<file path="config.mk">
export PLATFORM = sky130hd
export DESIGN_NAME = regFile
export DESIGN_NICKNAME = d
export VERILOG_FILES = /design/src/rtl/cpu_pkg.sv /design/src/rtl/regFile.sv
export VERILOG_INCLUDE_DIRS = /design/src /design/src/rtl
export SDC_FILE = /design/constraint.sdc
export NUM_CORES = 1
export LEC_CHECK = 0
export BUFFER_PORTS_ARGS = -buffer_cell sky130_fd_sc_hd__clkbuf_2
export CAP_MARGIN = 5
export CORE_MARGIN = 3
export CORE_UTILIZATION = 67
export CTS_CLUSTER_SIZE = 12
export DETAILED_ROUTE_END_ITERATION = 8
export GPL_TIMING_DRIVEN = 0
export HOLD_SLACK_MARGIN = 0.06
export PLACE_DENSITY = 0.86
export REMOVE_ABC_BUFFERS = 1
export SYNTH_ARGS = -nofsm -noshare
export SYNTH_HDL_FRONTEND = slang
export SYNTH_SLANG_ARGS = --single-unit
</file>
<file path="constraint.sdc">
create_clock -name clk -period 3.71 [get_ports clk]
set_input_delay 0.742 -clock clk [delete_from_list [all_inputs] [get_ports clk]]
set_output_delay 0.742 -clock clk [all_outputs]
set_load 0.01 [all_outputs]
</file>
<file path="src/rtl/cpu_settings.svh">
`ifndef CPU_SETTINGS_SVH
`define CPU_SETTINGS_SVH

// Instruction memory address width
// 256 words of program space
`define CPU_IMEM_AW 8

// Data memory address width
`define CPU_DMEM_AW 8

// Architectural register count, R0 reads as zero
`define CPU_REG_COUNT 16

`endif
</file>
<file path="src/rtl/cpu_pkg.sv">
`include "cpu_settings.svh"

package cpu_pkg;

  // Data or instruction word
  typedef logic [15:0] word_t;
  // Register index
  typedef logic [3:0] regAddr_t;
  // ALU function code
  typedef logic [2:0] aluOp_t;
  // Branch condition field, instr[11:9]
  typedef logic [2:0] branchCond_t;
  // Memory addresses
  typedef logic [`CPU_IMEM_AW-1:0] imemAddr_t;
  typedef logic [`CPU_DMEM_AW-1:0] dmemAddr_t;

  // ALU codes, arithmetic and logic match the low opcode bits
  localparam aluOp_t aluAdd = 3'b000;
  localparam aluOp_t aluLhb = 3'b001;
  localparam aluOp_t aluSub = 3'b010;
  localparam aluOp_t aluAnd = 3'b011;
  localparam aluOp_t aluNor = 3'b100;
  localparam aluOp_t aluSll = 3'b101;
  localparam aluOp_t aluSrl = 3'b110;
  localparam aluOp_t aluSra = 3'b111;

endpackage

</file>
<file path="src/rtl/regFile.sv">
`include "cpu_settings.svh"

module regFile (
  input  logic              clk,
  input  logic              arstN,
  input  cpu_pkg::regAddr_t p0Addr,
  input  cpu_pkg::regAddr_t p1Addr,
  input  cpu_pkg::regAddr_t wrAddr,
  input  logic              wrEn,
  input  cpu_pkg::word_t    wrData,
  output cpu_pkg::word_t    p0Data,
  output cpu_pkg::word_t    p1Data
);

  cpu_pkg::word_t regs [`CPU_REG_COUNT];

  // Single write port, committed at the end of the instruction
  always_ff @(posedge clk or negedge arstN) begin
    if (!arstN) begin
      for (int i = 0; i < `CPU_REG_COUNT; i++) begin
        regs[i] <= '0;
      end
    end else if (wrEn && (wrAddr != '0)) begin
      // R0 never takes a write
      regs[wrAddr] <= wrData;
    end
  end

  // Combinational reads
  // R0 forced to zero on both ports
  assign p0Data = (p0Addr == '0) ? '0 : regs[p0Addr];
  assign p1Data = (p1Addr == '0) ? '0 : regs[p1Addr];

endmodule

</file>
* Word level (Yosys, flattened, before mapping)
Index checks and enable logic that the tools add are counted.
** Storage, ports and cells
- Flip-flop bits (word level) :: 256
- Bits of input ports :: 31
- Output and inout port bits :: 32
** Cells by class
- Magnitude comparators :: 4
- Multiplexer cells :: 11
- Bitwise logic cells :: 3
- Reductions and logical operators :: 5
** Operator list (count)
- $bwmux 256 :: 1
- $bmux 16 s4 :: 2
- $mux 16 :: 7
- $demux 16 s4 :: 1
- $ge 5x5->1 const B :: 3
- $not 4->5 :: 3
- $logic_not 4->1 :: 2
- $lt 5x1->1 const B :: 1
- $reduce_bool 4->1 :: 1
- $logic_and 1x1->1 :: 2

* Longest topological paths before layout
- Depth after elaboration :: 6
- Depth in mapped cells :: 7
- Mapped depth without buffers :: 4

* Worst setup path before layout
No wires, ideal clock.
- Kind :: in2out
- From :: in p1Addr[1]
- To :: out p1Data[13]
- Data arrival time :: 2084 ps
- Required time :: 2968 ps
- Setup slack :: 884 ps
- Cell stages on the path :: 7
- Path buffers :: 3
- Path through :: buf_2 buf_6 buf_2 mux2i_1 nor2_1 a2111oi_0 a21oi_1
** Between the ends
- Word-level cells in the longest chain between the ends :: 5
- Elaborated cells between the ends (all ways) :: 6
- Those cells by class :: mux (4); bitwise (1); reduce/logical (1)
** RTL lines
- start: declaration :: line regFile.sv:7 : input cpu_pkg::regAddr_t p1Addr,
- $not 4->5 (not written as such) :: line regFile.sv:32 : assign p1Data = (p1Addr == '0) ? '0 : regs[p1Addr];
- $bmux 16 s4 :: line regFile.sv:32
- $mux 16 (not written as such) (2 in series) :: line regFile.sv:32
- $mux 16 (*) :: line regFile.sv:32
- end: declaration :: line regFile.sv:12 : output cpu_pkg::word_t p1Data
Every way passes the cells marked *; elsewhere a longest branch is shown, timed or not. The select of a mux whose other input is x is not followed.

* Final worst setup path
- From :: in p1Addr[0]
- To :: out p1Data[12]
Same word-level chain as after synthesis.

==> results.json <==
{
  "wl_um": 32000,
  "grtUsageTotal_pct": 30.4,
  "synth_cells": 919,
  "p_seq_share_pct": 46.0,
  "swShare_pct": 27.2,
  "p_clk_share_pct": 31.9,
  "die_h_um": 145,
  "core_area_sq_um": 18900,
  "layout.area.seq_sq_um": 6030,
  "ys_ff_latch": 241,
  "holdWs_ns": 0.124,
  "r2r_slack_ns": 2.90,
  "final_cell_mix": "mux2_2, dfrtp_1, mux2i_1, mux4_2, clkbuf_2",
  "h-tree-depth": 1,
  "die_area_sq_um": 21100,
  "clock-sinks": 241,
  "clkLatencyLatePin_ns": 0.52,
  "die_w_um": 145,
  "gr-total-overflow": 0,
  "post-place-ws_ns": -0.614,
  "dpl.cell_count": 1161,
  "status": "complete, no violations",
  "setup_viol_count_final": 0,
  "maxCapViolCount": 0,
  "grtUsageMet1_pct": 40.8,
  "drive_above_1_share_pct": 47.6,
  "grt_pass1_wl_um": 50700,
  "clk_path_buf_depth": 3,
  "cp.required_ns": 2.97,
  "intPower_mw": 5.89,
  "portBuffers": 62,
  "antenna_found_initial": 0,
  "synth_seq_area_share_pct": 46.4,
  "period_share_pct": 98.7,
  "vias": 8465,
  "nFillCells": 1219,
  "p_leak_nw": 6.19,
  "ys_warn_count": 0,
  "hpwl_um": 17200,
  "ys_types": 34,
  "worst_setup_path_start_kind": "input pin",
  "num_rows": 50,
  "cp-end-kind": "output port",
  "largest-register": "regs",
  "postCtsSetupBuffers": 0,
  "placed_cell_area_sq_um": 13300,
  "grt_use_met2_pct": 51.1,
  "cts_buffers": 26,
  "slowest_delay_ns": 0.71,
  "grt_max_degree": 110,
  "crit_chain": "clkbuf_4, nand2b_2, o22ai_1, a2111oi_0, a21oi_1, clkbuf_2",
  "path_clk_slew_ns": 0.06,
  "largest_reg_flops": 241,
  "finalHoldViolCount": 0,
  "root_buffer": "clkbuf_16",
  "peakVddDrop_v": 0.000351,
  "power_mw": 8.09,
  "drtPass1Iterations": 5,
  "reg2reg_depth": 1,
  "start_util_pct": 68.8,
  "rsz0062_at_grt": "no",
  "final_util_pct": 75.6,
  "fin_setup_tns_ns": 0,
  "tritoncts": "yes",
  "fin_cells": 1208,
  "ant_nets": 0,
  "worst_pin_slew_ns": 1.38,
  "fin_nets": 963,
  "postLayoutCellArea_sq_um": 14300,
  "reg_top3": "regs x241",
  "viasPerCell": 7.01,
  "avgRoutedWirePerCell_um": 26.5,
  "drc_errors": 0,
  "finalClockSkew_ns": 0,
  "diodes": 0,
  "crit_fanout": 27,
  "p_per_area_nw_per_um2": 567,
  "slew_headroom_pct": 7.92,
  "layout_min_cycle_time_ns": 3.66,
  "synth_area_sq_um": 13000,
  "drtIter0Drc": 804,
  "areaGrowthSynthToFinish_pct": 9.91,
  "grtUsageMet3_pct": 4.50,
  "slowest_stage": "a2111oi_0",
  "fmax_mhz": 273,
  "io_pins": 63,
  "place.gp.congestion": 0.787,
  "multi_input_area_sq_um": 6520,
  "grt_pass1_vias": 9142,
  "final_common_cell": "mux2_2",
  "switchingPower_mw": 2.20,
  "syn_area_per_cell_sq_um": 14.1,
  "comb_power_share_pct": 22.1,
  "slew_violations": 0,
  "hold_class": "in -> async",
  "r2r_end": "regs[165]",
  "layout_setup_ws_ns": 0.0482,
  "crit_arrival_ns": 2.92,
  "busiest_layer": "met2",
  "r2r-start": "regs[165]",
  "critical_path_class": "in -> out"
}
==> final cells by class <==
class,instances,share of cell area [%]
multi-input combinational,590,45.6
sequential,241,42.2
clock buffer,40,5.71
timing repair buffer,72,3.79
tap,260,2.28
clock inverter,4,0.315
inverter,1,0.0263
==> how the worst max path moves through the flow <==
stage | from | end | slack (ns)
2_1_floorplan | p1Addr[0] | p1Data[0] | 1.08
3_3_place_gp | arstN | regs[31] | -2.87
3_5_place_dp | p1Addr[3] | p1Data[7] | -0.61
4_1_cts | p0Addr[3] | p0Data[13] | 0.01
5_1_grt | p1Addr[0] | p1Data[6] | 0.02
6_report | p1Addr[0] | p1Data[12] | 0.05
==> power groups by stage <==
stage	logic, mW	registers (mW)	clock network [mW]
finish	1.79	3.72	2.58
global placement	1.70	3.68	0
detailed placement	1.77	3.72	0
floorplan	1.32	3.57	0
CTS	1.79	3.70	2.62
global route	1.94	3.79	2.74
==> critical path: cells and delay by family <==
kind                   cells  cell delay [ns]
and+or+nand+nor            1             0.53
AOI/OAI and AO/OA          3             0.93
buffers and inverters      2             0.70
==> metal layers <==
layer,up-vias,share of wire [%]
met5,-,0
met4,0,2.5
met3,81,5.8
met2,341,50
met1,4494,41
li1,3549,-
==> kinds of logic after synthesis <==
| kind of cell | Yosys count | share of synthesized area, % |
|---|---|---|
| buffers and inverters | 88 | 3.66 |
| multiplexers | 429 | 42.1 |
| AO/OA/AOI/OAI | 113 | 5.85 |
| flip-flops | 241 | 46.4 |
| AND/OR/NAND/NOR | 48 | 1.98 |
==> Yosys cell counts <==
library cell	instances	area share, %
mux2_2	251	22
dfrtp_1	241	46
mux2i_1	107	8.2
mux4_2	67	12
a21oi_1	47	1.8
buf_2	40	1.5
clkbuf_1	32	0.92
a22oi_1	16	0.92
a221o_1	15	1.2
nor2_1	15	0.43
a2111oi_0	14	0.94
o22ai_1	14	0.67
nor2_2	9	0.43
buf_4	6	0.35
buf_6	6	0.52
nand2_1	5	0.14
nand2b_1	5	0.24
mux2_4	4	0.46
o21ai_0	3	0.12
or3_1	3	0.14
a211oi_1	2	0.12
nand3_1	2	0.077
nand3b_1	2	0.12
nor2b_1	2	0.096
nor3b_1	2	0.12
a31oi_1	1	0.048
and2_1	1	0.048
and3_1	1	0.048
buf_1	1	0.029
buf_12	1	0.15
buf_8	1	0.12
inv_1	1	0.029
nand3b_2	1	0.087
o31ai_1	1	0.058
==> repair_timing <==
action                                  4_1_cts  5_1_grt
hold buffers                                  0        0
resized for setup                             8        6
endpoints found under the hold margin         0        0
endpoints found under the setup margin       15       12
No activity file was read; power rests on OpenSTA's default activity.
