<file path="src/rtl/cpu_settings.svh">
`ifndef CPU_SETTINGS_SVH
`define CPU_SETTINGS_SVH

// Instruction memory address width
// 256 words of program space
`define CPU_IMEM_AW 8

// Data memory address width
`define CPU_DMEM_AW 8

// Architectural register count, R0 reads as zero
`define CPU_REG_COUNT 16

`endif
</file>
<file path="src/rtl/cpu_pkg.sv">
`include "cpu_settings.svh"

package cpu_pkg;

  // Data or instruction word
  typedef logic [15:0] word_t;
  // Register index
  typedef logic [3:0] regAddr_t;
  // ALU function code
  typedef logic [2:0] aluOp_t;
  // Branch condition field, instr[11:9]
  typedef logic [2:0] branchCond_t;
  // Memory addresses
  typedef logic [`CPU_IMEM_AW-1:0] imemAddr_t;
  typedef logic [`CPU_DMEM_AW-1:0] dmemAddr_t;

  // ALU codes, arithmetic and logic match the low opcode bits
  localparam aluOp_t aluAdd = 3'b000;
  localparam aluOp_t aluLhb = 3'b001;
  localparam aluOp_t aluSub = 3'b010;
  localparam aluOp_t aluAnd = 3'b011;
  localparam aluOp_t aluNor = 3'b100;
  localparam aluOp_t aluSll = 3'b101;
  localparam aluOp_t aluSrl = 3'b110;
  localparam aluOp_t aluSra = 3'b111;

endpackage

</file>
<file path="src/rtl/instrDecode.sv">
module instrDecode (
  input  cpu_pkg::word_t       instr,
  output logic [11:0]          imm,
  output cpu_pkg::regAddr_t    p0Addr,
  output cpu_pkg::regAddr_t    p1Addr,
  output cpu_pkg::regAddr_t    regAddr,
  output logic [3:0]           shamt,
  output cpu_pkg::aluOp_t      aluOp,
  output cpu_pkg::branchCond_t branchOp,
  output logic                 regWe,
  output logic                 memWe,
  output logic                 memToReg,
  output logic                 addz,
  output logic                 branch,
  output logic                 jal,
  output logic                 jr,
  output logic                 hlt,
  output logic                 aluSrc0,
  output logic                 aluSrc1,
  output logic                 ovEn,
  output logic                 zrEn,
  output logic                 neEn
);

  logic [3:0] opcode;
  logic       add;
  logic       sub;
  logic       lw;
  logic       sw;
  logic       lhb;
  logic       llb;

  assign opcode = instr[15:12];

  // One-hot opcode strobes
  assign add    = opcode == 4'b0000;
  assign addz   = opcode == 4'b0001;
  assign sub    = opcode == 4'b0010;
  assign lw     = opcode == 4'b1000;
  assign sw     = opcode == 4'b1001;
  assign lhb    = opcode == 4'b1010;
  assign llb    = opcode == 4'b1011;
  assign branch = opcode == 4'b1100;
  assign jal    = opcode == 4'b1101;
  assign jr     = opcode == 4'b1110;
  assign hlt    = opcode == 4'b1111;

  assign imm   = instr[11:0];
  assign shamt = instr[3:0];

  // Base register for ALU ops, LW, SW and JR
  assign p0Addr = instr[7:4];
  // SW store data and LHB merge come from instr[11:8]
  // LLB adds the immediate to R0
  assign p1Addr = (sw || lhb) ? instr[11:8] :
                  llb         ? 4'h0        : instr[3:0];

  // JAL links into R15
  assign regAddr = jal ? 4'hF : instr[11:8];

  // ADDZ writes only through the Z check in flagBranch
  // HLT is also the bubble, so it never writes
  assign regWe    = !addz && !sw && !branch && !jr && !hlt;
  assign memWe    = sw;
  assign memToReg = lw;

  // Z for every ALU opcode, V and N for arithmetic only
  assign ovEn = add || addz || sub;
  assign neEn = ovEn;
  assign zrEn = !opcode[3];

  // Byte immediate into src0, nibble offset into src1
  assign aluSrc0 = llb || lhb;
  assign aluSrc1 = lw || sw;

  assign branchOp = instr[11:9];

  always_comb begin
    if (!opcode[3]) begin
      aluOp = addz ? cpu_pkg::aluAdd : opcode[2:0];
    end else if (lhb) begin
      aluOp = cpu_pkg::aluLhb;
    end else begin
      // LLB, LW, SW and the control ops all add
      aluOp = cpu_pkg::aluAdd;
    end
  end

endmodule

</file>
<file path="config.mk">
export PLATFORM = sky130hd
export DESIGN_NAME = instrDecode
export DESIGN_NICKNAME = d
export VERILOG_FILES = /design/src/rtl/cpu_pkg.sv /design/src/rtl/instrDecode.sv
export VERILOG_INCLUDE_DIRS = /design/src /design/src/rtl
export SDC_FILE = /design/constraint.sdc
export NUM_CORES = 1
export LEC_CHECK = 0
export BUFFER_PORTS_ARGS = -buffer_cell sky130_fd_sc_hd__buf_2
export CELL_PAD_IN_SITES_DETAIL_PLACEMENT = 1
export CELL_PAD_IN_SITES_GLOBAL_PLACEMENT = 1
export CORE_MARGIN = 2
export CORE_UTILIZATION = 21
export DETAILED_ROUTE_END_ITERATION = 10
export GPL_ROUTABILITY_DRIVEN = 0
export PLACE_DENSITY = 0.94
export SLEW_MARGIN = 20
export SYNTH_ARGS = -nofsm -noshare
export SYNTH_HDL_FRONTEND = slang
export SYNTH_SLANG_ARGS = --single-unit
</file>
<file path="constraint.sdc">
create_clock -name vclk -period 1.05
set_input_delay 0.21 -clock vclk [all_inputs]
set_output_delay 0.21 -clock vclk [all_outputs]
set_load 0.02 [all_outputs]
</file>
# Yosys cells after proc, flatten, opt, wreduce, memory -nomap -nowiden
# Cells that the tools add are included.
[op_classes]
n_eq_ne = 10
muxes = 6
n_reduce_logical = 16
[ops]
columns = ["op", "n"]
rows = [
  ["4-bit == test (second input constant)", 8],
  ["4-bit 2-to-1 mux", 3],
  ["1-bit zero test", 6],
  ["3-bit 2-to-1 mux", 2],
  ["1-bit logical OR", 5],
  ["4-bit by 1-bit == test with 1-bit output (second input constant)", 1],
  ["4-bit by 2-bit == test with 1-bit output (second input constant)", 1],
  ["1-bit logical AND", 4],
  ["4-bit zero test", 1],
  ["1-bit 2-to-1 mux", 1],
]
[word_totals]
ff_bits = 0
input_bits = 16
output_inout_bits = 47
elab_cells = 32

# Logic depth before layout (Yosys ltp)
[logic_depth]
ltp_word = 6
depth_mapped = 4
mapped_depth_nobuf = 3

# Worst setup path after synthesis
# No wires, ideal clock.
[synth_path]
path_type = "in2out"
startpoint = "input instr[15]"
endpoint = "output ovEn"
t_arrival_ps = 1240
required_ps = 840
slack_ps = -400
stages = 3
n_path_buf = 2
path_cell_list = "buf_4 -> a211oi_1 -> buf_4"
[synth_between]
elab_chain_len = 3
word_cells_on_any_way = 5
classes_between = "2 x eq/ne; 3 x reduce/logical"
[synth_rtl]
columns = ["item", "line_no", "source"]
rows = [
  ["start, declared", "instrDecode.sv:2", "input cpu_pkg::word_t instr,"],
  ["4-bit by 1-bit == test with 1-bit output or 4-bit zero test (tied branches)", "instrDecode.sv:37, instrDecode.sv:36", ""],
  ["1-bit logical OR", "instrDecode.sv:68", "assign ovEn = add || addz || sub;"],
  ["1-bit logical OR *", "instrDecode.sv:68", ""],
  ["end, declared", "instrDecode.sv:20", "output logic ovEn,"],
]
# Mark *: on every way between the ends. The rest lies on a longest branch, timed or not.

# Worst setup path in the final report
[layout_path]
startpoint = "input instr[14]"
endpoint = "output aluOp[0]"
[layout_between]
elab_chain_len = 3
word_cells_on_any_way = 5
classes_between = "2 x eq/ne; 3 x mux"
[layout_rtl]
columns = ["item", "line_no", "source"]
rows = [
  ["4-bit by 1-bit == test with 1-bit output or 4-bit == test (tied branches)", "instrDecode.sv:37, instrDecode.sv:41", ""],
  ["3-bit 2-to-1 mux or 1-bit 2-to-1 mux (tied branches)", "instrDecode.sv:80, instrDecode.sv:81", ""],
  ["3-bit 2-to-1 mux *", "instrDecode.sv:79", "if (!opcode[3]) begin"],
  ["end, declared", "instrDecode.sv:8", "output cpu_pkg::aluOp_t aluOp,"],
]
# Marks and branches as above.

==> results.py <==
metrics = {
    "die": {
        "die_w_um": 53.5,
        "num_io_pins": 63,
        "initial_core_util_pct": 22.6,
        "die_y_um": 53.5,
        "coreArea_sq_um": 2280,
        "num_rows": 17,
        "die_area_sq_um": 2870,
    },
    "worst_hold_path": {
        "min_path_type": "input pin to output pin",
    },
    "timing": {
        "hold_viol_final": 0,
        "finalWorstSetupSlack_ns": -0.222,
        "fin_crit_sh_pct": 121,
        "worst_slew_pin_slew_ns": 0.244,
        "relSlewSlack_pct": 83.6,
        "timing.hold.ws_ns": 0.420,
        "fmax_mhz": 786,
        "setup_viol": 20,
        "slew_violations": 0,
        "post-route-min-period_ns": 1.27,
        "rsz0062_at_grt": "yes",
    },
    "grt": {
        "grt_pass1_wl_um": 3480,
        "grt_max_degree": 7,
        "antenna_found_initial": 0,
        "grt_overflow": 0,
        "grt_pass1_vias": 733,
        "grt_usage_pct": 16.3,
    },
    "synth": {
        "ys_types": 21,
        "syn_avg_cell_area_sq_um": 7.26,
        "syn-cell-area_sq_um": 515,
        "synthCells": 71,
        "seq_area_frac_synth_pct": 0,
        "synth_nets": 87,
        "yosysWarningCount": 0,
    },
    "routing": {
        "vias": 662,
        "wl_um": 2220,
        "final_antenna_net_count": 0,
        "vias_per_cell": 4.53,
        "drtIter0Drc": 8,
        "dr.pass1.iters": 4,
        "drc": 0,
        "wl_per_cell_um": 15.2,
    },
    "finish": {
        "n_clock_buffer": 0,
        "stdcell_count": 146,
        "mostFrequentLayoutCells": "buf_2, buf_6, buf_4",
        "insertedDiodeCount": 0,
        "drive_gt1_share_pct": 86.4,
        "seq_cells": 0,
        "fin_nets": 136,
        "area_delta_synth_final_pct": 124,
        "regArea_sq_um": 0,
        "num-fill-cells": 277,
    },
    "worst_setup_path": {
        "critPathKind": "input pin to output pin",
        "cp.arrival_ns": 1.06,
        "end_kind": "output pin",
        "cp-start-kind": "input pin",
        "cp_max_fo": 4,
        "crit_required_ns": 0.84,
    },
    "place": {
        "io_buffers": 51,
        "hpwl_um": 1630,
        "placed_cells": 142,
    },
    "pwr": {
        "irDropWorstVdd_mv": 0.202,
        "fin_total_pwr_uw": 572,
        "leakagePower_uw": 0.000572,
        "power_density_nw_per_um2": 494,
    },
    "clock_tree": {
        "cts.hold.buffers_added": 0,
    },
    "run_status": {
        "violations": "negative setup slack",
        "status": "finished, violations left",
    },
    "run": {
        "cap_violations": 0,
    },
}
through the flow:
| step | instance area (sq um) | TNS (ns) | util [%] | worst slack [ns] |
|---|---|---|---|---|
| after global routing | 1160 | -3.12 | 50.8 | -0.263 |
| after floorplan | 561 | -0.691 | - | -0.0852 |
| after CTS | 1080 | -1.96 | 47.5 | -0.219 |
| after detailed placement | 823 | -4.31 | 36.2 | -0.285 |
| final | 1160 | -2.42 | 50.8 | -0.222 |
| after global placement | 823 | -3.54 | 36.2 | -0.245 |
worst paths after layout:
check                      end  cells after the start  slack (ns)      start
worst max-delay path  aluOp[0]                      6       -0.22  instr[14]
worst min-delay path    imm[5]                      0        0.42   instr[5]
worst max-delay path, stage by stage:
cell      delay, ns
buf_8          0.11
buf_12         0.12
buf_8          0.12
o211ai_1       0.23
o31ai_2        0.11
buf_4          0.17
layout make-up:
type	instances	area (sq um)	share of cell area, %
tap	28	35.0	3.03
multi-input combinational	38	395	34.2
timing repair buffer	76	708	61.3
inverter	4	17.5	1.52
routing by layer:
metal	part of all wire [%]	global-route usage [%]	vias up	routed length, um
met4	0	0	0	0
met3	7.6	1.67	0	169
met1	31	15.5	313	697
met5	0	0	-	0
li1	-	-	315	-
met2	61	37.7	34	1350
cell families (layout without fill, tap and decap cells):
| group | count (synthesis) | after routing | share of synthesized area [%] |
|---|---|---|---|
| mux | 1 | 1 | 2.18 |
| compound gates | 11 | 11 | 16.0 |
| simple gates | 26 | 26 | 35.7 |
| buf+inv | 33 | 80 | 46.1 |
report_power, final:
group          internal [uW]  switching, uW  total (uW)
Combinational            295            277         572
Sequential                 0              0           0
Clock                      0              0           0
cell usage after synthesis (2+ instances only):
cell	count	area share, %
inv_1	3	2.2
nand4b_1	4	6.8
a221o_1	4	7.8
nor2_1	3	2.2
nand2b_2	4	6.8
nand2b_1	5	6.1
nor3_1	5	4.9
a21oi_1	4	3.9
buf_6	2	4.4
buf_4	26	38
timing repair:
item,4_1_cts,5_1_grt
gates resized for setup,66,13
endpoints found under the hold margin,0,0
endpoints found under the setup margin,23,21
gates cloned,1,0
buffers inserted,1,2
pin swaps,4,5
(Power assumes the default switching activity.)
