--- src/rtl/cpu_settings.svh ---
`ifndef CPU_SETTINGS_SVH
`define CPU_SETTINGS_SVH

// Instruction memory address width
// 256 words of program space
`define CPU_IMEM_AW 8

// Data memory address width
`define CPU_DMEM_AW 8

// Architectural register count, R0 reads as zero
`define CPU_REG_COUNT 16

`endif
--- src/rtl/cpu_pkg.sv ---
`include "cpu_settings.svh"

package cpu_pkg;

  // Data or instruction word
  typedef logic [15:0] word_t;
  // Register index
  typedef logic [3:0] regAddr_t;
  // ALU function code
  typedef logic [2:0] aluOp_t;
  // Branch condition field, instr[11:9]
  typedef logic [2:0] branchCond_t;
  // Memory addresses
  typedef logic [`CPU_IMEM_AW-1:0] imemAddr_t;
  typedef logic [`CPU_DMEM_AW-1:0] dmemAddr_t;

  // ALU codes, arithmetic and logic match the low opcode bits
  localparam aluOp_t aluAdd = 3'b000;
  localparam aluOp_t aluLhb = 3'b001;
  localparam aluOp_t aluSub = 3'b010;
  localparam aluOp_t aluAnd = 3'b011;
  localparam aluOp_t aluNor = 3'b100;
  localparam aluOp_t aluSll = 3'b101;
  localparam aluOp_t aluSrl = 3'b110;
  localparam aluOp_t aluSra = 3'b111;

endpackage

--- src/rtl/alu.sv ---
module alu (
  input  cpu_pkg::word_t  src0,
  input  cpu_pkg::word_t  src1,
  input  logic [3:0]      shamt,
  input  cpu_pkg::aluOp_t aluOp,
  output cpu_pkg::word_t  result,
  output logic            zero,
  output logic            ovfl,
  output logic            neg
);

  cpu_pkg::word_t sum;
  cpu_pkg::word_t diff;
  cpu_pkg::word_t satSum;
  cpu_pkg::word_t satDiff;
  logic           sumOv;
  logic           diffOv;

  assign sum  = src0 + src1;
  assign diff = src0 - src1;

  // Add overflows when like signs give an unlike result
  assign sumOv  = (src0[15] == src1[15]) && (sum[15] != src0[15]);
  // Sub overflows when unlike signs flip the sign of src0
  assign diffOv = (src0[15] != src1[15]) && (diff[15] != src0[15]);

  // Clamp toward the sign of src0
  assign satSum  = !sumOv  ? sum  : (src0[15] ? 16'h8000 : 16'h7FFF);
  assign satDiff = !diffOv ? diff : (src0[15] ? 16'h8000 : 16'h7FFF);

  always_comb begin
    case (aluOp)
      cpu_pkg::aluAdd: result = satSum;
      // Immediate byte on top, destination low byte kept
      cpu_pkg::aluLhb: result = {src0[7:0], src1[7:0]};
      cpu_pkg::aluSub: result = satDiff;
      cpu_pkg::aluAnd: result = src0 & src1;
      cpu_pkg::aluNor: result = ~(src0 | src1);
      cpu_pkg::aluSll: result = src0 << shamt;
      cpu_pkg::aluSrl: result = src0 >> shamt;
      cpu_pkg::aluSra: result = $signed(src0) >>> shamt;
      default:         result = satSum;
    endcase
  end

  // Raw flags, the decoder enables decide which ones stick
  assign zero = result == '0;
  assign neg  = result[15];
  assign ovfl = ((aluOp == cpu_pkg::aluAdd) && sumOv) ||
                ((aluOp == cpu_pkg::aluSub) && diffOv);

endmodule

--- config.mk ---
export PLATFORM = sky130hd
export DESIGN_NAME = alu
export DESIGN_NICKNAME = d
export VERILOG_FILES = /design/src/rtl/cpu_pkg.sv /design/src/rtl/alu.sv
export VERILOG_INCLUDE_DIRS = /design/src /design/src/rtl
export SDC_FILE = /design/constraint.sdc
export NUM_CORES = 1
export LEC_CHECK = 0
export ABC_CLOCK_PERIOD_IN_PS = 19400
export BUFFER_PORTS_ARGS = -buffer_cell sky130_fd_sc_hd__buf_4
export CAP_MARGIN = 30
export CORE_UTILIZATION = 35
export DETAILED_ROUTE_END_ITERATION = 16
export PLACE_DENSITY = 0.57
export SYNTH_ARGS = -nofsm -noshare
export SYNTH_HDL_FRONTEND = slang
export SYNTH_SLANG_ARGS = --single-unit
--- constraint.sdc ---
create_clock -name vclk -period 19.4
set_input_delay 3.88 -clock vclk [all_inputs]
set_output_delay 3.88 -clock vclk [all_outputs]
set_load 0.02 [all_outputs]
## After elaboration in Yosys (flattened, before gate mapping)

Cells that the tools add are included.

- Muxes and demuxes: 4
- Add/subtract/negate cells: 2
- Shift-type cells: 3
- Bitwise gates (word level): 3
- Eq/ne operators: 11
- Reductions and logical operators: 7

Operator list:

| operator | number |
|---|---|
| $pmux W16 S8 | 1 |
| $mux W16 | 3 |
| $add A16 B16 Y16 | 1 |
| $and A16 B16 Y16 | 1 |
| $logic_not A16 Y1 | 1 |
| $not A16 Y16 | 1 |
| $or A16 B16 Y16 | 1 |
| $shl A16 B4 Y16 | 1 |
| $shr A16 B4 Y16 | 1 |
| $sshr A16 B4 Y16 | 1 |
| $sub A16 B16 Y16 | 1 |
| $eq A3 B3 Y1 const B | 4 |
| $eq A3 B2 Y1 const B | 2 |
| $logic_and A1 B1 Y1 | 4 |
| $eq A3 B1 Y1 const B | 1 |
| $logic_not A3 Y1 | 1 |
| $ne A1 B1 Y1 | 3 |
| $eq A1 B1 Y1 | 1 |
| $logic_or A1 B1 Y1 | 1 |

- Output and inout bits: 19
- Register bits after elaboration: 0
- Logic and storage cells: 30
- Bits of input ports: 39

## Logic depth before layout (Yosys ltp)

- Word-level depth: 6
- Depth in mapped cells: 24
- Gate-level depth less buffers: 21

## Least setup slack after synthesis

Ideal clock, no wire load.

- Path type: input port to output port
- Start point: input src0[4]
- End point: output zero
- Setup slack: 7.029 ns
- Stages: 24
- Path buffers: 3
- Required time: 15.520 ns
- Data arrival time: 8.491 ns
- Cells stage by stage: clkbuf_1 -> inv_1 -> ha_1 -> buf_2 -> nand2b_1 -> a21oi_1 -> a21o_1 -> o221ai_1 -> o41ai_1 -> nor2_1 -> nor2_1 -> nor2_1 -> nor2_1 -> fa_1 -> xnor2_1 -> and2_1 -> clkbuf_1 -> or4_1 -> o211ai_1 -> o21ai_0 -> o211ai_1 -> o2111ai_1 -> or4_1 -> nor4_2

- Word-level cells in the longest chain between the ends: 6
- Elaborated cells on any way between the ends: 16
- Classes of those cells: add/sub: 2; eq/ne: 2; shift: 3; mux: 3; bitwise: 3; reduce/logical: 3

RTL lines:

| element | RTL line | RTL |
|---|---|---|
| from (decl) | alu.sv:2 | `input cpu_pkg::word_t src0,` |
| $sub A16 B16 Y16 or $add A16 B16 Y16 (tied branches) | alu.sv:20, alu.sv:19 |  |
| $ne A1 B1 Y1, on equally long branches | alu.sv:25, alu.sv:23 |  |
| $logic_and A1 B1 Y1, on equally long branches | alu.sv:25, alu.sv:23 |  |
| $mux W16, on equally long branches | alu.sv:29, alu.sv:28 |  |
| $pmux W16 S8 * | alu.sv:32 | `case (aluOp)` |
| $logic_not A16 Y1 * | alu.sv:47 | `assign zero = result == '0;` |
| to (decl) | alu.sv:7 | `output logic zero,` |

Every way passes the cells marked *; elsewhere a longest branch is shown, timed or not.

## Final worst setup path

Same ends and word-level chain as after synthesis.

==> results.md <==
- Outcome: finished clean
- Share of the synthesized area in the top cell type: 13.3%
- Post-synth net total: 705
- Total via count after detailed routing: 5053
- Distinct cell type count after synthesis: 78
- Required time worst endpoint: 15520 ps
- Number of top-level design ports: 58
- Gate Count Post-Synth: 616
- Share of layout cells above drive strength 1: around 16%
- First-pass GRT wire length: 27100 um
- Category of the critical setup timing path: in2out
- Multiplexer area fraction after synthesis: 17.3%
- Maximum fanout along the worst path: 13
- Max-slew violations: 0
- Overall track demand over capacity in global routing: a little over a quarter
- Detailed-router iteration count before antenna repair: 6
- Compound-cell area share of the yosys netlist: 32.8%
- Warnings from Yosys: 0
- Vertical die dimension: 114 um
- Remaining DRCs: 0
- Register cell area after layout: 0 sq um
- Max Fclk: around 77 MHz
- Critical path data arrival time: around 9000 ps
- Count of endpoints failing setup in the final report: 0
- Number of rows in the core area: 40
- Maximum number of pins on one net before global-route repair: about 50
- Leakage power total: about 0.002 uW
- Hold buffer count at CTS: 0
- Overall die width: 114 um
- Synthesized-area fraction occupied by xor and xnor cells: 3.56%
- Largest family of logic cells by synthesized area: compound AO/OA/AOI/OAI gates
- Sum of negative setup slack: 0 ps
- Share of total power in the clock network: 0%
- Worst Setup Start Kind: input port
- Mean area per synthesized cell: between 7 and 8 sq um
- Worst Tran Pin Value: 1040 ps
- Via count of the first global-routing pass: 4787
- Signed area change from the synthesized netlist to the final layout: 8.68%
- Residual overflow from global routing: 0
- Clk_buf instances: 0
- Period utilisation layout: 66.5%
- Floorplan Core Area: about 12000 sq um
- Number of antenna violations at the first check in global routing: 0
- Dominant cell type by area after synthesis: sky130_fd_sc_hd__ha_1
- Comb power frac: 100.0%
- Synth top cells by count: sky130_fd_sc_hd__inv_1 (56), sky130_fd_sc_hd__nor2_1 (53), sky130_fd_sc_hd__a21oi_1 (47), sky130_fd_sc_hd__ha_1 (47), sky130_fd_sc_hd__nand2_1 (39)
- Overall die area: 13100 sq um
- Net switching share of the total power: 61.3%
- Total number of sequential cells: 0
- DRT iter0 DRCs: 606
- Final critical delay including setup and external delays: roughly 13000 ps
- Simple-Gate Fraction of Synth Area: 20.8%
- Vias/cell: 6.36
- Final Util: 39.5%
- RSZ-0062 raised after global routing: no
- Number of routed nets with antenna violations: 0
- Endpoint class of the critical path: primary output
- Post-detailed-routing wire length: 17400 um
- Largest vdd supply drop: 0.0131 mV
- Part of the Yosys area used for sequential elements: 0%
- Last weighted congestion value of the routability-driven placer: around 0.97
- Fraction of power consumed by sequential logic: 0%
- Post-CTS repair timing setup buffer count: 0
- Worst min path class: in2out
- Post-Synth Adder-Cell Area: between 10% and 20%
- NumNets Final: about 700
- Internal power: ~60 uW
- Total of buffers placed on input and output ports: 58
- Power dissipated by switching net loads: 95.2 uW
- Slew headroom: 29.7%
- Cell area reported after detailed placement: 4810 sq um
- Largest cells by area after synthesis: sky130_fd_sc_hd__ha_1 (13%), sky130_fd_sc_hd__mux4_2 (8.1%), sky130_fd_sc_hd__a21oi_1 (5.3%)
- Final cell area excluding filler cells: 4810 sq um
- Initial core utilization: 36.4%
- Number of endpoints with negative hold slack in the final report: 0
- Post-detail-place hpwl: 13700 um
- Cell Area, Synth: roughly 4400 sq um
- Maximum capacitance violations: 0
- Top-count cell post-synth: sky130_fd_sc_hd__inv_1
- Post-DR wirelength/cell: 22.0 um
- Number of gates resized after cts: 0
- Cell area power density: 32.3 nW/um^2
- Number of diodes added for antenna fixing: 0
-- routing by layer --
metal	vias up	wire, um	global-route usage, %
met5	-	0	0
met1	2418	7550	37.0
met3	41	1430	2.65
li1	2331	-	-
met4	0	461	5.71
met2	263	8000	44.3
-- power by group through the flow --
stage	clock network (uW)	registers (uW)	logic [uW]
floorplan	0	0	105
global placement	0	0	151
detailed placement	0	0	151
CTS	0	0	152
global route	0	0	167
finish	0	0	155
-- worst max-delay path: stages --
cell	delay, ps
sky130_fd_sc_hd__buf_4	180
sky130_fd_sc_hd__inv_1	60
sky130_fd_sc_hd__ha_1	620
sky130_fd_sc_hd__nand2b_1	110
sky130_fd_sc_hd__a21oi_1	200
sky130_fd_sc_hd__a21o_1	140
sky130_fd_sc_hd__o221ai_1	180
sky130_fd_sc_hd__o41ai_1	460
sky130_fd_sc_hd__nor2_1	80
sky130_fd_sc_hd__nor2_1	100
sky130_fd_sc_hd__nor2_1	50
sky130_fd_sc_hd__nor2_1	120
sky130_fd_sc_hd__fa_1	480
sky130_fd_sc_hd__xnor2_1	170
sky130_fd_sc_hd__and2_1	280
sky130_fd_sc_hd__or4_1	450
sky130_fd_sc_hd__o211ai_1	100
sky130_fd_sc_hd__o21ai_0	100
sky130_fd_sc_hd__o211ai_1	170
sky130_fd_sc_hd__o2111ai_1	170
sky130_fd_sc_hd__or4_1	560
sky130_fd_sc_hd__nor4_2	170
sky130_fd_sc_hd__buf_4	180
-- layout by cell type (no fill, tap or decap), types with 5 or more instances in the layout --
master	synthesis	layout
sky130_fd_sc_hd__nor2b_1	8	8
sky130_fd_sc_hd__a22oi_1	5	5
sky130_fd_sc_hd__o21a_1	5	5
sky130_fd_sc_hd__or3_1	8	8
sky130_fd_sc_hd__mux2_2	9	9
sky130_fd_sc_hd__nor3_1	12	12
sky130_fd_sc_hd__a221oi_1	6	6
sky130_fd_sc_hd__or4_1	5	5
sky130_fd_sc_hd__a31oi_1	14	14
sky130_fd_sc_hd__nand3_1	14	14
sky130_fd_sc_hd__ha_1	47	47
sky130_fd_sc_hd__inv_1	56	56
sky130_fd_sc_hd__o21ai_0	32	32
sky130_fd_sc_hd__nand2b_1	7	7
sky130_fd_sc_hd__a21o_1	7	7
sky130_fd_sc_hd__buf_4	4	58
sky130_fd_sc_hd__a21oi_1	47	47
sky130_fd_sc_hd__o31ai_1	5	5
sky130_fd_sc_hd__o211ai_1	11	11
sky130_fd_sc_hd__mux2i_1	23	23
sky130_fd_sc_hd__nor2_1	53	53
sky130_fd_sc_hd__xnor2_1	15	15
sky130_fd_sc_hd__mux4_2	16	16
sky130_fd_sc_hd__nand2_1	39	39
sky130_fd_sc_hd__a211oi_1	15	15
sky130_fd_sc_hd__and2_1	7	7
sky130_fd_sc_hd__nor4_1	5	5
-- per-stage QoR --
stage	hold slack [ps]	setup WS [ps]	instances	power, uW
detailed placement	8420	6550	794	151
CTS	8420	6560	794	152
global route	8460	6070	794	167
global placement	8420	6610	794	151
finish	8430	6490	794	155
floorplan	8170	7030	616	105
-- path summary, 6_finish.rpt --
path              startpoint   end  slack (ps)  depth (start not counted)
setup / recovery     src0[4]  zero        6490                         23
hold / removal      aluOp[2]  ovfl        8430                          4
-- area by class of cell --
| class | instances | area (sq um) |
|---|---|---|
| fill | 1359 | 7350 |
| inverter | 58 | 218 |
| multi-input combinational | 510 | 3950 |
| tap | 168 | 210 |
| timing repair buffer | 58 | 435 |
-- logic make-up after synthesis --
kind of cell,count (synthesis)
AO/OA/AOI/OAI,208
XOR/XNOR,18
adder cells (fa/ha/maj),50
buffers and inverters,106
multiplexers,52
AND/OR/NAND/NOR,182
Note: power is estimated with default switching activity, not from simulation.
