[config.mk]
export PLATFORM = sky130hd
export DESIGN_NAME = flagBranch
export DESIGN_NICKNAME = d
export VERILOG_FILES = /design/src/rtl/cpu_pkg.sv /design/src/rtl/flagBranch.sv
export VERILOG_INCLUDE_DIRS = /design/src /design/src/rtl
export SDC_FILE = /design/constraint.sdc
export NUM_CORES = 1
export LEC_CHECK = 0
export ABC_AREA = 1
export BUFFER_PORTS_ARGS = -buffer_cell sky130_fd_sc_hd__buf_2
export CAP_MARGIN = 20
export CORE_AREA = 4 4 41 43
export CTS_BUF_LIST = sky130_fd_sc_hd__clkbuf_2
export DETAILED_ROUTE_END_ITERATION = 16
export DIE_AREA = 0 0 45 47
export PLACE_DENSITY = 0.45
export SETUP_SLACK_MARGIN = 0.05
export SLEW_MARGIN = 0
export SYNTH_ARGS = -nofsm -noshare
export SYNTH_HDL_FRONTEND = slang
export SYNTH_SLANG_ARGS = --single-unit
[constraint.sdc]
create_clock -name clk -period 1.1 [get_ports clk]
set_input_delay 0 -clock clk [delete_from_list [all_inputs] [get_ports clk]]
set_output_delay 0 -clock clk [all_outputs]
set_load 0.05 [all_outputs]
[src/rtl/cpu_settings.svh]
`ifndef CPU_SETTINGS_SVH
`define CPU_SETTINGS_SVH

// Instruction memory address width
// 256 words of program space
`define CPU_IMEM_AW 8

// Data memory address width
`define CPU_DMEM_AW 8

// Architectural register count, R0 reads as zero
`define CPU_REG_COUNT 16

`endif
[src/rtl/cpu_pkg.sv]
`include "cpu_settings.svh"

package cpu_pkg;

  // Data or instruction word
  typedef logic [15:0] word_t;
  // Register index
  typedef logic [3:0] regAddr_t;
  // ALU function code
  typedef logic [2:0] aluOp_t;
  // Branch condition field, instr[11:9]
  typedef logic [2:0] branchCond_t;
  // Memory addresses
  typedef logic [`CPU_IMEM_AW-1:0] imemAddr_t;
  typedef logic [`CPU_DMEM_AW-1:0] dmemAddr_t;

  // ALU codes, arithmetic and logic match the low opcode bits
  localparam aluOp_t aluAdd = 3'b000;
  localparam aluOp_t aluLhb = 3'b001;
  localparam aluOp_t aluSub = 3'b010;
  localparam aluOp_t aluAnd = 3'b011;
  localparam aluOp_t aluNor = 3'b100;
  localparam aluOp_t aluSll = 3'b101;
  localparam aluOp_t aluSrl = 3'b110;
  localparam aluOp_t aluSra = 3'b111;

endpackage

[src/rtl/flagBranch.sv]
module flagBranch (
  input  logic                 clk,
  input  logic                 arstN,
  input  logic                 zero,
  input  logic                 ovfl,
  input  logic                 neg,
  input  logic                 zrEn,
  input  logic                 ovEn,
  input  logic                 neEn,
  input  logic                 branch,
  input  cpu_pkg::branchCond_t branchOp,
  input  logic                 addz,
  input  logic                 regWe,
  output logic                 takeBranch,
  output logic                 wbEn
);

  logic zFlag;
  logic vFlag;
  logic nFlag;
  logic condMet;

  // Flag register, each bit under its own enable
  always_ff @(posedge clk or negedge arstN) begin
    if (!arstN) begin
      zFlag <= 1'b0;
      vFlag <= 1'b0;
      nFlag <= 1'b0;
    end else begin
      if (zrEn) zFlag <= zero;
      if (ovEn) vFlag <= ovfl;
      if (neEn) nFlag <= neg;
    end
  end

  // Conditions test the stored flags from earlier instructions
  always_comb begin
    case (branchOp)
      3'b000:  condMet = !zFlag;
      3'b001:  condMet = zFlag;
      3'b010:  condMet = !zFlag && !nFlag;
      3'b011:  condMet = nFlag;
      3'b100:  condMet = zFlag || !nFlag;
      3'b101:  condMet = nFlag || zFlag;
      3'b110:  condMet = vFlag;
      default: condMet = 1'b1;
    endcase
  end

  assign takeBranch = branch && condMet;

  // ADDZ commits only while Z holds from before it
  assign wbEn = regWe || (addz && zFlag);

endmodule

Word level (Yosys, flattened, before mapping) --
Cells that the tools add are included.
Cells by class: eq/ne operators 6, multiplexer cells 1, reductions and logical operators 9
Operators with widths (count):
- == test 3 bit, second input constant | 3
- one-hot mux 1 bit (7 select lines) | 1
- == test 3 x 2 -> 1 bit, second input constant | 2
- == test 3 x 1 -> 1 bit, second input constant | 1
- logical AND 1 bit | 3
- zero test 3 bit | 1
- logical OR 1 bit | 3
- zero test 1 bit | 2
Word-level totals: register bits after elaboration 3, bits of input ports 14, output and inout bits 2, word-level logic and storage cells 19

Longest topological paths before layout --
Gate-level depths: netlist of the first run.
word-level depth 4, gate-level depth with buffers 6, gate-level depth less buffers 6

Worst setup path after synthesis of the first run --
OpenSTA, ideal clock, no wires.
path type flip-flop to output port, from reg zFlag, to out takeBranch, arrival time 1.252 ns, data required time 1.100 ns, slack -0.152 ns, cell stages (with the launch flop) 6, cells stage by stage dfrtp_1 > nor2_1 > nand2_1 > nand2_1 > a21oi_1 > nor2_1
Between the ends: word-level cells in the longest chain between the ends 4, elaborated cells between the ends (all ways) 6
Ends and longest elaborated chain:
- start, declared | line flagBranch.sv:18 | logic zFlag;
- start signal, assigned | line flagBranch.sv:30 | if (zrEn) zFlag <= zero;
- zero test 1 bit | line flagBranch.sv:39, flagBranch.sv:41
- logical AND 1 bit | line flagBranch.sv:41 | 3'b010: condMet = !zFlag && !nFlag;
- one-hot mux 1 bit (7 select lines) * | line flagBranch.sv:38 | case (branchOp)
- logical AND 1 bit * | line flagBranch.sv:50 | assign takeBranch = branch && condMet;
- end, declared | line flagBranch.sv:14 | output logic takeBranch,
Every way passes the cells marked *; elsewhere a longest branch is shown, timed or not.

Worst setup path in the final report of the first run --
Same ends and word-level chain as after synthesis.

==> results of run 1 <==
==> logic make-up (layout without fill, tap and decap cells) <==
| logic type | Yosys count | after routing | synth area share, % |
|---|---|---|---|
| AO/OA/AOI/OAI | 5 | 5 | 14.8 |
| buffers and inverters | 4 | 26 | 8.05 |
| flip-flops | 3 | 3 | 40.3 |
| multiplexers | 1 | 1 | 6.04 |
| AND/OR/NAND/NOR | 15 | 15 | 30.9 |
==> final cells by class <==
cell class | count | area share [%]
sequential | 3 | 21.9
clock buffer | 4 | 5.84
timing repair buffer | 18 | 31.8
inverter | 4 | 4.38
multi-input combinational | 21 | 30.7
tap | 15 | 5.47
==> cell usage in the layout (no fill, tap or decap), drive strengths merged <==
cell          n
a21oi         2
a21o          1
inv           4
nor2          3
dfrtp         3
mux2          1
clkbuf        4
buf          16
o21ai         2
nand2        11
nand3         1
dlygate4sd3   2
==> per-stage QoR <==
stage / utilization, % / instances / setup TNS (ns) / hold WS (ns)
after floorplan: - / 28 / 0 / -0.296
after global placement: 21.7 / 58 / 0 / -0.201
after detailed placement: 21.7 / 58 / 0 / -0.201
after CTS: 26.2 / 65 / -0.0791 / 0.00296
after global routing: 26.3 / 65 / -0.160 / 0.0218
final: 26.3 / 65 / -0.0429 / 0.00763
==> critical path, cell delays in order (launching register included) <==
cell and delay (ns):
dfrtp_1 0.41, nor2_1 0.10, nand2_1 0.05, nand2_1 0.07, a21oi_2 0.04, nor2_2 0.12, buf_6 0.16
==> power breakdown <==
group          switching, mW  total [mW]  internal, mW
clock                 0.0520       0.148        0.0959
combinational         0.0599       0.112        0.0526
sequential           0.00823       0.130         0.121
==> state kept, by name, indices dropped and copies added (netlist names) <==
signal	cells
vFlag	1
zFlag	1
nFlag	1
==> how the worst max path moves through the flow <==
stage                 end  slack (ns)  depth (start not counted)
2_1_floorplan  takeBranch        0.07                          5
3_3_place_gp   takeBranch        0.07                          5
3_5_place_dp   takeBranch        0.08                          5
4_1_cts        takeBranch       -0.08                          7
5_1_grt        takeBranch       -0.16                          6
6_report       takeBranch       -0.04                          6
==> per-layer routing <==
layer	wire [um]	part of all wire, %	GRT usage, %	vias up
met2	239	47	6.50	10
met5	0	0	0	-
met4	0	0	3.51	0
met3	58	11	3.83	0
li1	-	-	-	131
met1	208	41	6.19	95
==> repair_timing <==
action,CTS,global route
endpoints found under the setup margin,1,1
hold buffers,2,0
hold endpoints to repair,4,0
buffers inserted,1,0
pin swaps,1,1
resized for setup,3,1
==> run_results.csv, run 1 <==
group,metric,value,unit
final_layout,drive_gt1_share,48.0,%
timing,finalCriticalPeriod,1.14,ns
critical_path,cp-end-kind,"output port",
clock_network,cts.sinks,3,
timing,worstMarginPinSlew,0.252,ns
clock_network,path_clk_slew,0.04,ns
critical_path,start_kind,"register",
clock_network,htreeDepth,1,
timing,fin_skew,0,ns
route,viasPerCell,3.63,
timing,max-slew-margin-rel,83.3,%
placement,pre_cts_ws,0.0847,ns
die,die_x,45,um
critical_path,crit_start,"zFlag",
synthesis,synthFlopType,"dfrtp_1",
min_path,hold_end,"nFlag",
critical_path,cp.required,1.10,ns
global_route,grt_pass1_vias,202,
final_layout,layout.nets,65,
synthesis,synth_most_common_cell,"nand2_1",
power,leakage,0.195,nW
die,initial_utilization,14.3,%
timing,setup_ws,-0.0429,ns
min_path,hold_path_class,"input pin to register",
synthesis,synthCells,28,
timing,max_clock_freq,875,MHz
die,dieArea,0.00212,mm2
route,first_pass_iters,4,
synthesis,syn_area,186,um2
power,pwr_density_cell,1140,mW/mm2
route,drt-total-wl,506,um
synthesis,yosysSeqAreaShare,40.3,%
clock_network,cts_made_buffers,3,
timing,final_hold_viol_count,0,
synthesis,async_flop_share,100,%
route,wl_per_cell,7.78,um
die,core_area,0.00130,mm2
synthesis,synth_top_cell_by_area,"dfrtp_1",
die,die_y,47,um
route,num_vias,236,
clock_network,clockBufferDepth,2,
timing,post-route-period-util,104,%
critical_path,worstReg2RegStart,"zFlag",
critical_path,ff2ff_setup_slack,0.19,ns
global_route,grt.overflow.total,0,
synthesis,synth_warnings,0,
synthesis,synth_seq_cells,3,
critical_path,r2r-end,"zFlag",
clock_network,root_buffer,"clkbuf_2",
final_layout,area_growth,83.9,%
synthesis,synthTopCellsByCount,"11 x nand2_1, 4 x inv_1, 3 x dfrtp_1, 3 x nor2_1",
synthesis,avgSynthCellArea,6.66,um2
outcome,violations,"negative setup slack",
die,ioPinCount,16,
critical_path,worstSetupPathType,"register to output port",
timing,setup_viol,1,
placement,detailed_place.area,283,um2
global_route,grt.total_usage,5.23,%
placement,globalplace.congestion,0.667,
final_layout,insertedDiodeCount,0,
critical_path,reg2reg_depth,2,
final_layout,multiInputGateArea,105,um2
route,first_iter_violations,6,
placement,io_buffers,15,
clock_network,clock_latency,0.19,ns
min_path,min_from,"neg",
power,p_total,0.390,mW
synthesis,yosys-top-cells-area,"dfrtp_1 40%, nand2_1 22%, inv_1 8.1%",
final_layout,seqCellArea,75.1,um2
route,drtAntennaViolNets,0,
global_route,grt_max_degree,5,
critical_path,critPathMaxFanout,4,
synthesis,synth_top_area_share,40.3,%
run,maxCapViolations,0,
synthesis,synth_fp_nets,42,
min_path,holdPathStages,3,
global_route,grt_antenna_before_repair,0,
synthesis,synthDistinctLibCells,9,
final_layout,fin_area,343,um2
outcome,status,"complete, but fails checks",
die,fp-row-count,13,
critical_path,crit_arrival,1.14,ns
clock_network,tritoncts,"done",
global_route,grt_pass1_wl,759,um
timing,slew_viol_final,0,
timing,rsz0062_at_grt,"true",
route,drc,0,
final_layout,fillers,161,
synthesis,synth_edf_count,0,
power,vdd_drop_max,0.583,mV
placement,dp_hpwl,413,um
Power figures use the tool's default switching activity.
==> run 2, diff against run 1 <==
--- a/config.mk
+++ b/config.mk
@@ -7,7 +7,7 @@
 export NUM_CORES = 1
 export LEC_CHECK = 0
 export ABC_AREA = 1
-export BUFFER_PORTS_ARGS = -buffer_cell sky130_fd_sc_hd__buf_2
+export BUFFER_PORTS_ARGS = -buffer_cell sky130_fd_sc_hd__buf_4
 export CAP_MARGIN = 20
 export CORE_AREA = 4 4 41 43
 export CTS_BUF_LIST = sky130_fd_sc_hd__clkbuf_2
@@ -15,6 +15,7 @@
 export DIE_AREA = 0 0 45 47
 export PLACE_DENSITY = 0.45
 export SETUP_SLACK_MARGIN = 0.05
+export SKIP_LAST_GASP = 1
 export SLEW_MARGIN = 0
 export SYNTH_ARGS = -nofsm -noshare
 export SYNTH_HDL_FRONTEND = slang
==> run_results.csv, run 2 (synthesis gave the netlist of run 1 again) <==
group,metric,value,unit
outcome,status,"complete, but fails checks",
outcome,violations,"negative setup slack",
timing,max-slew-margin-rel,89.6,%
timing,setup_ws,-0.0479,ns
route,viasPerCell,3.82,
min_path,hold_path_class,"input pin to register",
timing,holdWs,0.0125,ns
min_path,min_from,"ovEn",
final_layout,area_growth,111,%
clock_network,htreeDepth,1,
route,num_vias,252,
global_route,grt.overflow.total,0,
final_layout,final_cell_mix,"14 x buf_4, 11 x nand2_1, 4 x clkbuf_2",
die,ioPinCount,16,
placement,io_buffers,15,
placement,globalplace.congestion,0.645,
critical_path,start_kind,"register",
global_route,grt_max_degree,5,
die,fp-row-count,13,
final_layout,reg.largest.list,"nFlag (1), vFlag (1), zFlag (1)",
route,first_iter_violations,4,
timing,slew_viol_final,0,
global_route,grt_antenna_before_repair,0,
run,maxCapViolations,0,
power,vdd_drop_max,0.427,mV
global_route,grt_pass1_wl,897,um
power,leakage,0.214,nW
timing,post-route-period-util,104,%
timing,tns,-0.0723,ns
min_path,holdPathStages,2,
clock_network,cts.sinks,3,
critical_path,crit_arrival,1.15,ns
power,pwr_density_cell,1080,mW/mm2
die,die_x,45,um
power,p_total,0.424,mW
critical_path,critPathMaxFanout,3,
clock_network,clockBufferDepth,2,
route,drc,0,
timing,final_hold_viol_count,0,
die,core_area,0.00130,mm2
critical_path,r2r-end,"zFlag",
timing,rsz0062_at_grt,"true",
route,drtAntennaViolNets,0,
timing,fin_skew,0,ns
final_layout,layout.nets,66,
timing,finalCriticalPeriod,1.15,ns
timing,setup_viol,2,
final_layout,final_common_cell,"buf_4",
global_route,grt_pass1_vias,248,
placement,detailed_place.area,320,um2
route,wl_per_cell,8.80,um
route,drt-total-wl,581,um
global_route,grt.total_usage,6.33,%
final_layout,fillers,152,
critical_path,cp.required,1.10,ns
clock_network,cts_made_buffers,3,
clock_network,path_clk_slew,0.04,ns
timing,worstMarginPinSlew,0.155,ns
route,first_pass_iters,2,
critical_path,worstReg2RegStart,"zFlag",
die,initial_utilization,14.3,%
min_path,hold_end,"vFlag",
final_layout,fin_area,393,um2
critical_path,reg2reg_depth,3,
clock_network,tritoncts,"done",
clock_network,clock_latency,0.20,ns
die,dieArea,0.00212,mm2
timing,max_clock_freq,871,MHz
critical_path,worstSetupPathType,"register to output port",
placement,pre_cts_ws,0.0959,ns
die,die_y,47,um
critical_path,cp-end-kind,"output port",
final_layout,drive_gt1_share,51.0,%
final_layout,insertedDiodeCount,0,
critical_path,ff2ff_setup_slack,0.10,ns
clock_network,root_buffer,"clkbuf_2",
[run 2: report_power, final]
part / switching, mW / internal (mW) / leakage, nW
Sequential: 0.00752 / 0.121 / 0.0360
Combinational: 0.0651 / 0.0761 / 0.162
Clock: 0.0577 / 0.0959 / 0.0166
Total: 0.130 / 0.293 / 0.214
[run 2: metrics by stage]
step | utilization, % | cells
final | 30.2 | 66
after global routing | 30.2 | 66
after CTS | 29.0 | 65
after detailed placement | 24.6 | 58
after global placement | 24.6 | 58
after floorplan | - | 28
[run 2: routing by layer]
metal,routed length (um),GRT usage [%]
met5,0,0
met4,0,7.02
met3,48,2.68
met2,329,9.32
met1,204,6.39
[run 2: area by class of cell]
cell class | instances | area [um2] | area share [%]
multi-input combinational | 21 | 105 | 26.8
sequential | 3 | 75.1 | 19.1
timing repair buffer | 19 | 159 | 40.4
inverter | 4 | 15.0 | 3.82
clock buffer | 4 | 20.0 | 5.10
tap | 15 | 18.8 | 4.78
[run 2: worst max path at each step]
stage	startpoint	to	slack, ns	cells past startpoint
2_1_floorplan	zFlag	takeBranch	0.07	5
3_3_place_gp	zFlag	takeBranch	0.09	5
3_5_place_dp	zFlag	takeBranch	0.1	5
4_1_cts	nFlag	takeBranch	-0.06	7
5_1_grt	zFlag	takeBranch	-0.16	7
6_report	zFlag	wbEn	-0.05	4
[run 2: worst max-delay path: stages (launching register included)]
cell and delay [ns]:
dfrtp_1 0.39, buf_4 0.14, buf_6 0.11, a21o_1 0.15
buf_6 0.15
[run 2: what timing repair did]
item | CTS | global route
endpoints found under the setup margin | 1 | 2
pin swaps | 3 | 4
setup buffers | 1 | 1
endpoints found under the hold margin | 4 | 0
hold buffers | 2 | 0
gates resized for setup | 3 | 3
